--- src/design/aes_pkg.sv ---
`default_nettype none

package aes_pkg;

    typedef logic [127:0] block_t;
    typedef logic [7:0]   byte_t;

    localparam int NUM_ROUNDS = 10;

    // Entry 0 is the cipher key itself
    typedef block_t [NUM_ROUNDS:0] round_keys_t;

    typedef enum logic [1:0] {
        KS_IDLE,
        KS_EXPAND,
        KS_READY
    } ks_state_t;

    localparam byte_t RCON [1:NUM_ROUNDS] = '{
        8'h01, 8'h02, 8'h04, 8'h08, 8'h10,
        8'h20, 8'h40, 8'h80, 8'h1b, 8'h36
    };

    function automatic byte_t gf_mul2(input byte_t a);
        return {a[6:0], 1'b0} ^ (a[7] ? 8'h1b : 8'h00);
    endfunction

    function automatic byte_t gf_mul(input byte_t a, input byte_t b);
        byte_t acc;
        byte_t x;
        acc = '0;
        x   = a;
        for (int i = 0; i < 8; i++) begin
            if (b[i]) begin
                acc ^= x;
            end
            x = gf_mul2(x);
        end
        return acc;
    endfunction

    function automatic byte_t sbox(input byte_t a);
        byte_t sq;
        byte_t inv;
        // Multiplicative inverse as a^254, zero stays zero
        sq  = a;
        inv = 8'h01;
        for (int i = 1; i < 8; i++) begin
            sq  = gf_mul(sq, sq);
            inv = gf_mul(inv, sq);
        end
        // Affine transform
        return inv ^ {inv[6:0], inv[7]} ^ {inv[5:0], inv[7:6]}
                   ^ {inv[4:0], inv[7:5]} ^ {inv[3:0], inv[7:4]} ^ 8'h63;
    endfunction

    function automatic block_t sub_bytes(input block_t s);
        block_t res;
        for (int k = 0; k < 16; k++) begin
            res[8*k +: 8] = sbox(s[8*k +: 8]);
        end
        return res;
    endfunction

    // Byte k of the state sits at bits [127-8k -: 8], column major
    function automatic block_t shift_rows(input block_t s);
        block_t res;
        for (int c = 0; c < 4; c++) begin
            for (int r = 0; r < 4; r++) begin
                res[127 - 8*(4*c + r) -: 8] = s[127 - 8*(4*((c + r) % 4) + r) -: 8];
            end
        end
        return res;
    endfunction

    function automatic block_t mix_columns(input block_t s);
        block_t      res;
        logic [31:0] col;
        for (int c = 0; c < 4; c++) begin
            col = s[127 - 32*c -: 32];
            res[127 - 32*c -: 8] = gf_mul2(col[31:24]) ^ gf_mul2(col[23:16]) ^ col[23:16]
                                 ^ col[15:8] ^ col[7:0];
            res[119 - 32*c -: 8] = col[31:24] ^ gf_mul2(col[23:16]) ^ gf_mul2(col[15:8])
                                 ^ col[15:8] ^ col[7:0];
            res[111 - 32*c -: 8] = col[31:24] ^ col[23:16] ^ gf_mul2(col[15:8])
                                 ^ gf_mul2(col[7:0]) ^ col[7:0];
            res[103 - 32*c -: 8] = gf_mul2(col[31:24]) ^ col[31:24] ^ col[23:16]
                                 ^ col[15:8] ^ gf_mul2(col[7:0]);
        end
        return res;
    endfunction

    function automatic block_t next_round_key(input block_t prev, input byte_t rcon);
        logic [31:0] w0;
        logic [31:0] w1;
        logic [31:0] w2;
        logic [31:0] w3;
        logic [31:0] t;
        w0 = prev[127:96];
        w1 = prev[95:64];
        w2 = prev[63:32];
        w3 = prev[31:0];
        // RotWord then SubWord on the last word
        t  = {sbox(w3[23:16]), sbox(w3[15:8]), sbox(w3[7:0]), sbox(w3[31:24])};
        t  = t ^ {rcon, 24'h000000};
        w0 = w0 ^ t;
        w1 = w1 ^ w0;
        w2 = w2 ^ w1;
        w3 = w3 ^ w2;
        return {w0, w1, w2, w3};
    endfunction

endpackage

`default_nettype wire

--- src/design/key_schedule.sv ---
`timescale 1ns/10ps
`default_nettype none

module key_schedule (
    input  wire logic                clk,
    input  wire logic                rst,
    input  wire aes_pkg::block_t     key,
    input  wire logic                key_load,
    output aes_pkg::round_keys_t     round_keys,
    output logic                     key_ready
);
    import aes_pkg::*;

    ks_state_t  state;
    logic [3:0] round_idx;
    logic       load_accept;

    // Strobes during expansion are ignored
    assign load_accept = key_load && (state != KS_EXPAND);

    always_ff @(posedge clk) begin
        if (!rst) begin
            state     <= KS_IDLE;
            round_idx <= '0;
            key_ready <= 1'b0;
        end else begin
            case (state)
                KS_IDLE, KS_READY: begin
                    if (load_accept) begin
                        state     <= KS_EXPAND;
                        round_idx <= 4'd1;
                        key_ready <= 1'b0;
                    end else if (state == KS_READY) begin
                        key_ready <= 1'b1;
                    end
                end
                KS_EXPAND: begin
                    if (round_idx == 4'(NUM_ROUNDS)) begin
                        state     <= KS_READY;
                        round_idx <= '0;
                    end else begin
                        round_idx <= round_idx + 4'd1;
                    end
                end
                default: begin
                    state <= KS_IDLE;
                end
            endcase
        end
    end

    // One expansion step per cycle, each from the previous entry
    always_ff @(posedge clk) begin
        if (load_accept) begin
            round_keys[0] <= key;
        end else if (state == KS_EXPAND) begin
            round_keys[round_idx] <= next_round_key(round_keys[round_idx - 4'd1],
                                                    RCON[round_idx]);
        end
    end

    a_ready_only_when_done: assert property (
        @(posedge clk) disable iff (!rst)
        key_ready |-> (state == KS_READY)
    );

    a_round_idx_range: assert property (
        @(posedge clk) disable iff (!rst)
        round_idx <= 4'(NUM_ROUNDS)
    );

endmodule

`default_nettype wire

--- config.mk ---
export PLATFORM = sky130hd
export DESIGN_NAME = key_schedule
export DESIGN_NICKNAME = d
export VERILOG_FILES = /design/src/design/aes_pkg.sv /design/src/design/key_schedule.sv
export SDC_FILE = /design/constraint.sdc
export NUM_CORES = 2
export LEC_CHECK = 0
export BUFFER_PORTS_ARGS = -buffer_cell sky130_fd_sc_hd__buf_2
export CORE_AREA = 2 2 591 593
export CTS_CLUSTER_SIZE = 12
export DETAILED_ROUTE_END_ITERATION = 12
export DIE_AREA = 0 0 593 595
export PLACE_DENSITY = 0.61
export SLEW_MARGIN = 20
export SYNTH_ARGS = -nofsm -noshare
export SYNTH_HDL_FRONTEND = slang
export SYNTH_SLANG_ARGS = --single-unit
--- constraint.sdc ---
create_clock -name clk -period 25.2 [get_ports clk]
set_input_delay 1.26 -clock clk [delete_from_list [all_inputs] [get_ports clk]]
set_output_delay 1.26 -clock clk [all_outputs]
set_load 0.05 [all_outputs]
After elaboration in Yosys (flattened, before gate mapping)
Memories as Yosys holds them, arrays and structs flattened.
Cells that the tools add are included.
{"block": "word_totals", "regBits": 1415, "mem_bits_ro": 128, "input_bits": 131, "output_inout_bits": 1409, "elab_cells": 2546, "n_memories": 1}
{"block": "op_classes", "n_addsub": 2, "n_lt_le_gt_ge": 4, "eq_ne": 6, "mux": 1725, "bitwise_logic": 783, "reduce_logical": 11}
{"name": "(name not given)", "words": 16, "width": 8, "rd": 1, "rd_clocked_by_memory_dff": 0, "write_ports": 0, "line_no": "key_schedule.sv:58", "text": "RCON[round_idx]);"}
{"op": "8-bit 2-to-1 mux", "n": 1318}
{"op": "8-bit XOR", "n": 380}
{"op": "8-bit by 5-bit XOR with 8-bit output", "n": 364}
{"op": "5-bit 2-to-1 mux", "n": 368}
{"op": "1408-bit bitwise mux", "n": 1}
{"op": "128-bit binary-select mux with 4-bit select", "n": 1}
{"op": "128-bit demux with 4-bit select", "n": 1}
{"op": "128-bit 2-to-1 mux", "n": 4}
{"op": "32-bit XOR", "n": 5}
{"op": "1-bit inverter", "n": 29}
{"op": "7-bit 2-to-1 mux", "n": 4}
{"op": "4-bit 2-to-1 mux", "n": 6}
{"op": "6-bit 2-to-1 mux", "n": 4}
{"op": "4-bit inverter", "n": 4}
{"op": "2-bit 2-to-1 mux", "n": 6}
{"op": "3-bit 2-to-1 mux", "n": 4}
{"op": "4-bit by 5-bit less-than comparator with 1-bit output (second input constant)", "n": 2}
{"op": "4-bit case mux with 2 select lines", "n": 1}
{"op": "2-bit AND reduction", "n": 4}
{"op": "1-bit 2-to-1 mux", "n": 6}
{"op": "2-bit nonzero test", "n": 3}
{"op": "5-bit greater-or-equal comparator (second input constant)", "n": 1}
{"op": "4-bit inverter with 5-bit output", "n": 1}
{"op": "4-bit by 1-bit adder with 4-bit output (second input constant)", "n": 1}
{"op": "other kinds (11)", "n": 13}

Depth between registers and ports, before layout
{"block": "logic_depth", "ltp_word": 264, "ltp_mapped": 94, "mapped_depth_nobuf": 66}

Worst setup path before layout
No wires, ideal clock.
{"block": "synth_timing", "path_type": "reg2reg", "start": "register round_idx[0]", "end": "register round_keys[1048] in the netlist's numbering, data pin", "arrival_ns": 21.020, "required_ns": 24.956, "slack_ns": 3.935, "stages_incl_launch_ff": 89, "path_buffers": 23, "synth_period_minus_slack_ns": 21.265, "path_cell_list": "dfxtp_1 -> buf_6 -> buf_6 -> buf_8 -> buf_6 -> inv_1 -> clkbuf_1 -> buf_1 -> clkbuf_1 -> ha_1 -> xor2_4 -> buf_6 -> buf_4 -> nand4_1 -> o211a_1 -> buf_2 -> inv_2 -> buf_2 -> (+53 left out) -> a211oi_1 -> o31ai_1 -> a31o_2 -> a211oi_1 -> buf_2 -> nor3_1 -> xnor2_2 -> xnor3_2 -> xor2_1 -> mux2_2 -> o22ai_1 -> xnor3_1 -> xnor3_1 -> xnor2_2 -> xnor3_1 -> xnor2_2 -> xnor2_1 -> xor2_1"}
{"block": "synth_between", "elab_chain_len": 262, "elab_cells_between_ends": 632, "classes_between": "1 x add/sub; 2 x order compare; 434 x mux; 193 x bitwise; 1 x reduce/logical; 1 x memory"}
{"item": "start, declared", "line_no": "key_schedule.sv:15", "text": "logic [3:0] round_idx;"}
{"item": "start signal, assigned", "line_no": "key_schedule.sv:42", "text": "round_idx <= round_idx + 4'd1;"}
{"item": "4-bit by 1-bit subtractor with 4-bit output", "line_no": "key_schedule.sv:57", "text": "round_keys[round_idx] <= next_round_key(round_keys[round_idx - 4'd1],"}
{"item": "128-bit binary-select mux with 4-bit select", "line_no": "key_schedule.sv:57"}
{"item": "128-bit 2-to-1 mux (not written as such)", "line_no": "key_schedule.sv:57"}
{"item": "8-bit 2-to-1 mux", "line_no": "aes_pkg.sv:34", "text": "if (b[i]) begin"}
{"item": "8-bit 2-to-1 mux", "line_no": "key_schedule.sv:56", "text": "end else if (state == KS_EXPAND) begin"}
{"item": "8-bit 2-to-1 mux", "line_no": "key_schedule.sv:54", "text": "if (load_accept) begin"}
{"item": "8-bit XOR", "line_no": "aes_pkg.sv:35", "text": "acc ^= x;"}
{"item": "8-bit 2-to-1 mux", "line_no": "aes_pkg.sv:34"}
{"item": "(+245 left out)"}
{"item": "8-bit XOR (2 in series)", "line_no": "aes_pkg.sv:54", "text": "^ {inv[4:0], inv[7:5]} ^ {inv[3:0], inv[7:4]} ^ 8'h63;"}
{"item": "4-bit inverter (no source line)"}
{"item": "32-bit XOR", "line_no": "aes_pkg.sv:105", "text": "t = t ^ {rcon, 24'h000000};"}
{"item": "32-bit XOR", "line_no": "aes_pkg.sv:106", "text": "w0 = w0 ^ t;"}
{"item": "32-bit XOR", "line_no": "aes_pkg.sv:107", "text": "w1 = w1 ^ w0;"}
{"item": "32-bit XOR", "line_no": "aes_pkg.sv:108", "text": "w2 = w2 ^ w1;"}
{"item": "32-bit XOR", "line_no": "aes_pkg.sv:109", "text": "w3 = w3 ^ w2;"}
{"item": "1408-bit bitwise mux *", "line_no": "key_schedule.sv:57"}
{"item": "end signal, assigned by index", "line_no": "key_schedule.sv:57"}
{"item": "end, declared", "line_no": "key_schedule.sv:9", "text": "output aes_pkg::round_keys_t round_keys,"}
Mark *: on every way between the ends. The rest lies on a longest branch, timed or not. The select of a mux whose other input is x is not followed.
A chain may end at the register's enable or synchronous reset.

Worst setup path after layout
{"block": "layout_timing", "start": "register round_idx[0]", "end": "register round_keys[1064] in the netlist's numbering, data pin"}
{"block": "layout_between", "elab_chain_len": 261, "elab_cells_between_ends": 627, "classes_between": "1 x add/sub; 2 x order compare; 432 x mux; 191 x bitwise; 1 x reduce/logical"}
{"item": "4-bit by 1-bit subtractor with 4-bit output", "line_no": "key_schedule.sv:57"}
{"item": "128-bit binary-select mux with 4-bit select", "line_no": "key_schedule.sv:57"}
{"item": "128-bit 2-to-1 mux (not written as such)", "line_no": "key_schedule.sv:57"}
{"item": "8-bit 2-to-1 mux", "line_no": "aes_pkg.sv:34"}
{"item": "8-bit 2-to-1 mux", "line_no": "key_schedule.sv:56"}
{"item": "8-bit 2-to-1 mux", "line_no": "key_schedule.sv:54"}
{"item": "8-bit XOR", "line_no": "aes_pkg.sv:35"}
{"item": "8-bit 2-to-1 mux", "line_no": "aes_pkg.sv:34"}
{"item": "(+243 left out)"}
{"item": "8-bit XOR (2 in series)", "line_no": "aes_pkg.sv:53", "text": "return inv ^ {inv[6:0], inv[7]} ^ {inv[5:0], inv[7:6]}"}
{"item": "8-bit XOR (2 in series)", "line_no": "aes_pkg.sv:54"}
{"item": "4-bit inverter (no source line)"}
{"item": "32-bit XOR", "line_no": "aes_pkg.sv:105"}
{"item": "32-bit XOR", "line_no": "aes_pkg.sv:106"}
{"item": "32-bit XOR", "line_no": "aes_pkg.sv:107"}
{"item": "32-bit XOR", "line_no": "aes_pkg.sv:108"}
{"item": "1408-bit bitwise mux *", "line_no": "key_schedule.sv:57"}
Marks and branches as above.

==> results.cfg <==
[outcome]
status = finished, final reports clean

[critical_path]
crit_top_cell = xnor3_1
crit_slowest_cell = xnor2_2
crit_arrival_ns = 24.18
critPathTopFamily = XOR/XNOR gates
worst-path-buf-inv = 9
critPathLaunchType = flip-flop
critPathMaxFanout = 40
critPathCaptureType = flip-flop
max_stage_delay_ns = 0.80
worstPathRequired_ns = 25.66
crit_type = reg -> reg

[synthesis]
synth_nets = 11000
syn-cell-area_um2 = 116000
ys_seq_elements = 1415
syn_avg_cell_area_um2 = 10.6
yosysUniqueCellTypes = 129
ys.flop_type = edfxtp_1
synthTopCellsByArea = edfxtp_1, xnor2_1, xnor3_1, mux4_2, nor2_1
ys.warnings.count = 0
synth.largest_area_cell = edfxtp_1
synth_top_cell_area_share_pct = 36.5
yosysSeqAreaShare_pct = 36.7
synth_edf_count = 1408
syn_inst = 10900
ys_async_sr_fraction_pct = 0

[clock_network]
cts_htree_levels = 4
cts_hold_buf = 0
path_clk_slew_ns = 0.06
cts_num_sinks = 1415
worst_skew_pair.late_latency_ns = 0.93
clockRootBuffer = clkbuf_16
post_cts_buffers = 0
cts.path.max_buffers = 4
cts_made_buffers = 169
cts_resized = 0
cts_tree = done

[final_layout]
final_core_util_pct = 39.3
fin_nets = 12500
fillCellCount = 34000
area_growth_pct = 17.9
drive_gt1_share_pct = 25.2
stdcell_count = 17100

[timing]
fmax_mhz = 42.1
hold_violations = 0
report.final.slew_viol_count = 0
setup_tns_ns = 0
min_period_ns = 23.73
tightest_slew_ns = 1.26
grt_setup_unrepaired = no
setup_viol = 0
skew_ns = 0.103
relSlewSlack_pct = 16.2
fin_crit_sh_pct = 94.1

[detailed_routing]
wl_um = 593000
drtPass1Iterations = 7
route.detailed.drc = 0
num_vias = 101000
routedWlPerCell_um = 34.6
via_per_inst = 5.89
drtIter0Drc = 12800
antenna_left = 0

[placed_design]
gp_congestion = 0.978
port_buffers = 1539
dp_cells = 16800
place_hpwl_um = 458000

[die]
die_h_um = 595
ios = 1540
dieWidth_um = 593
core.rowCount = 217
dieArea_um2 = 353000
initial_core_util_pct = 33.3
coreArea_um2 = 347000

[grt]
gr-total-overflow = 0
antenna_found_initial = 88
grt_start_max_net_pins = 93
grtUsageTotal_pct = 32.3
grt_pass1_wl_um = 795000
grt_pass1_vias = 93000

[worst_hold_path]
hp-class = reg -> reg

[flow_run]
drv_cap = 0
cells in the final DEF, fill, tap and decap left out, types with 104 or more instances in the layout:
cell type	count
nand3_1	245
a31oi_1	121
o211ai_1	128
xnor3_1	360
mux2i_1	269
nor2_1	1265
a22o_1	104
buf_2	1539
xor2_1	441
xnor2_1	1467
clkbuf_16	169
mux2_2	141
a21oi_1	450
o21ai_0	420
nor3_1	288
mux4_2	253
o22ai_1	118
nand2_1	835
xnor2_2	175
buf_4	482
edfxtp_1	1408
per-layer routing:
layer / share of wire [%] / vias to the layer above / track usage (%)
li1: - / 43000 / -
met1: 38 / 50200 / 40.1
met2: 43 / 6502 / 47.8
met3: 11 / 1139 / 9.94
met4: 8.1 / 34 / 21.8
met5: 0.043 / - / 0
synth_stat cells, types with 104 or more instances:
cell type / n
buf_2: 136
a31oi_1: 129
xnor3_1: 365
o21ai_0: 431
xor2_1: 472
nand2_1: 837
o211ai_1: 128
mux4_2: 253
xnor2_1: 1547
clkbuf_1: 415
a21oi_1: 451
mux2i_1: 269
edfxtp_1: 1408
a22o_1: 104
o22ai_1: 118
nor2_1: 1267
mux2_2: 141
nor3_1: 288
xnor2_2: 110
nand3_1: 246
path summary, 6_finish.rpt:
kind | startpoint | endpoint | slack, ns | cells past startpoint
max | round_idx[0] | round_keys[1064] | 1.47 | 60
min | key_ready | key_ready | 0.50 | 1
max reg2reg | round_idx[0] | round_keys[1064] | 1.47 | 60
min reg2reg | key_ready | key_ready | 0.50 | 1
area by class of cell:
cell class	count	area [um^2]	area share (%)
Clock inverter	85	768	0.563
Multi-Input combinational cell	8625	71000	52.0
Sequential cell	1415	42400	31.1
Antenna cell	58	145	0.106
Tap cell	4599	5750	4.22
Clock buffer	202	4350	3.19
Timing Repair Buffer	2033	11600	8.46
Inverter	118	453	0.332
cells by family after synthesis:
kind of cell	after synthesis	share of synthesized area, %
compound gates	2191	12.9
xor+xnor	2614	26.3
fa+ha+maj	29	0.307
buf+inv	837	3.21
flops	1415	36.7
mux	671	8.70
simple gates	3120	11.9
flip-flops by register name (all words and copies together) (netlist names):
signal	count
round_keys	1408
round_idx	4
state	2
key_ready	1
through the flow:
step	instance area, um^2	setup WS [ns]	hold WS, ns
floorplan	116000	3.94	0.581
global placement	131000	1.53	0.488
detailed placement	131000	1.78	0.486
CTS	136000	1.68	0.502
global route	136000	0.661	0.541
finish	136000	1.47	0.502
Power is left out: the tool's default activity adds up to more than one toggle a clock period on the data nets, which glitch-free logic cannot reach.
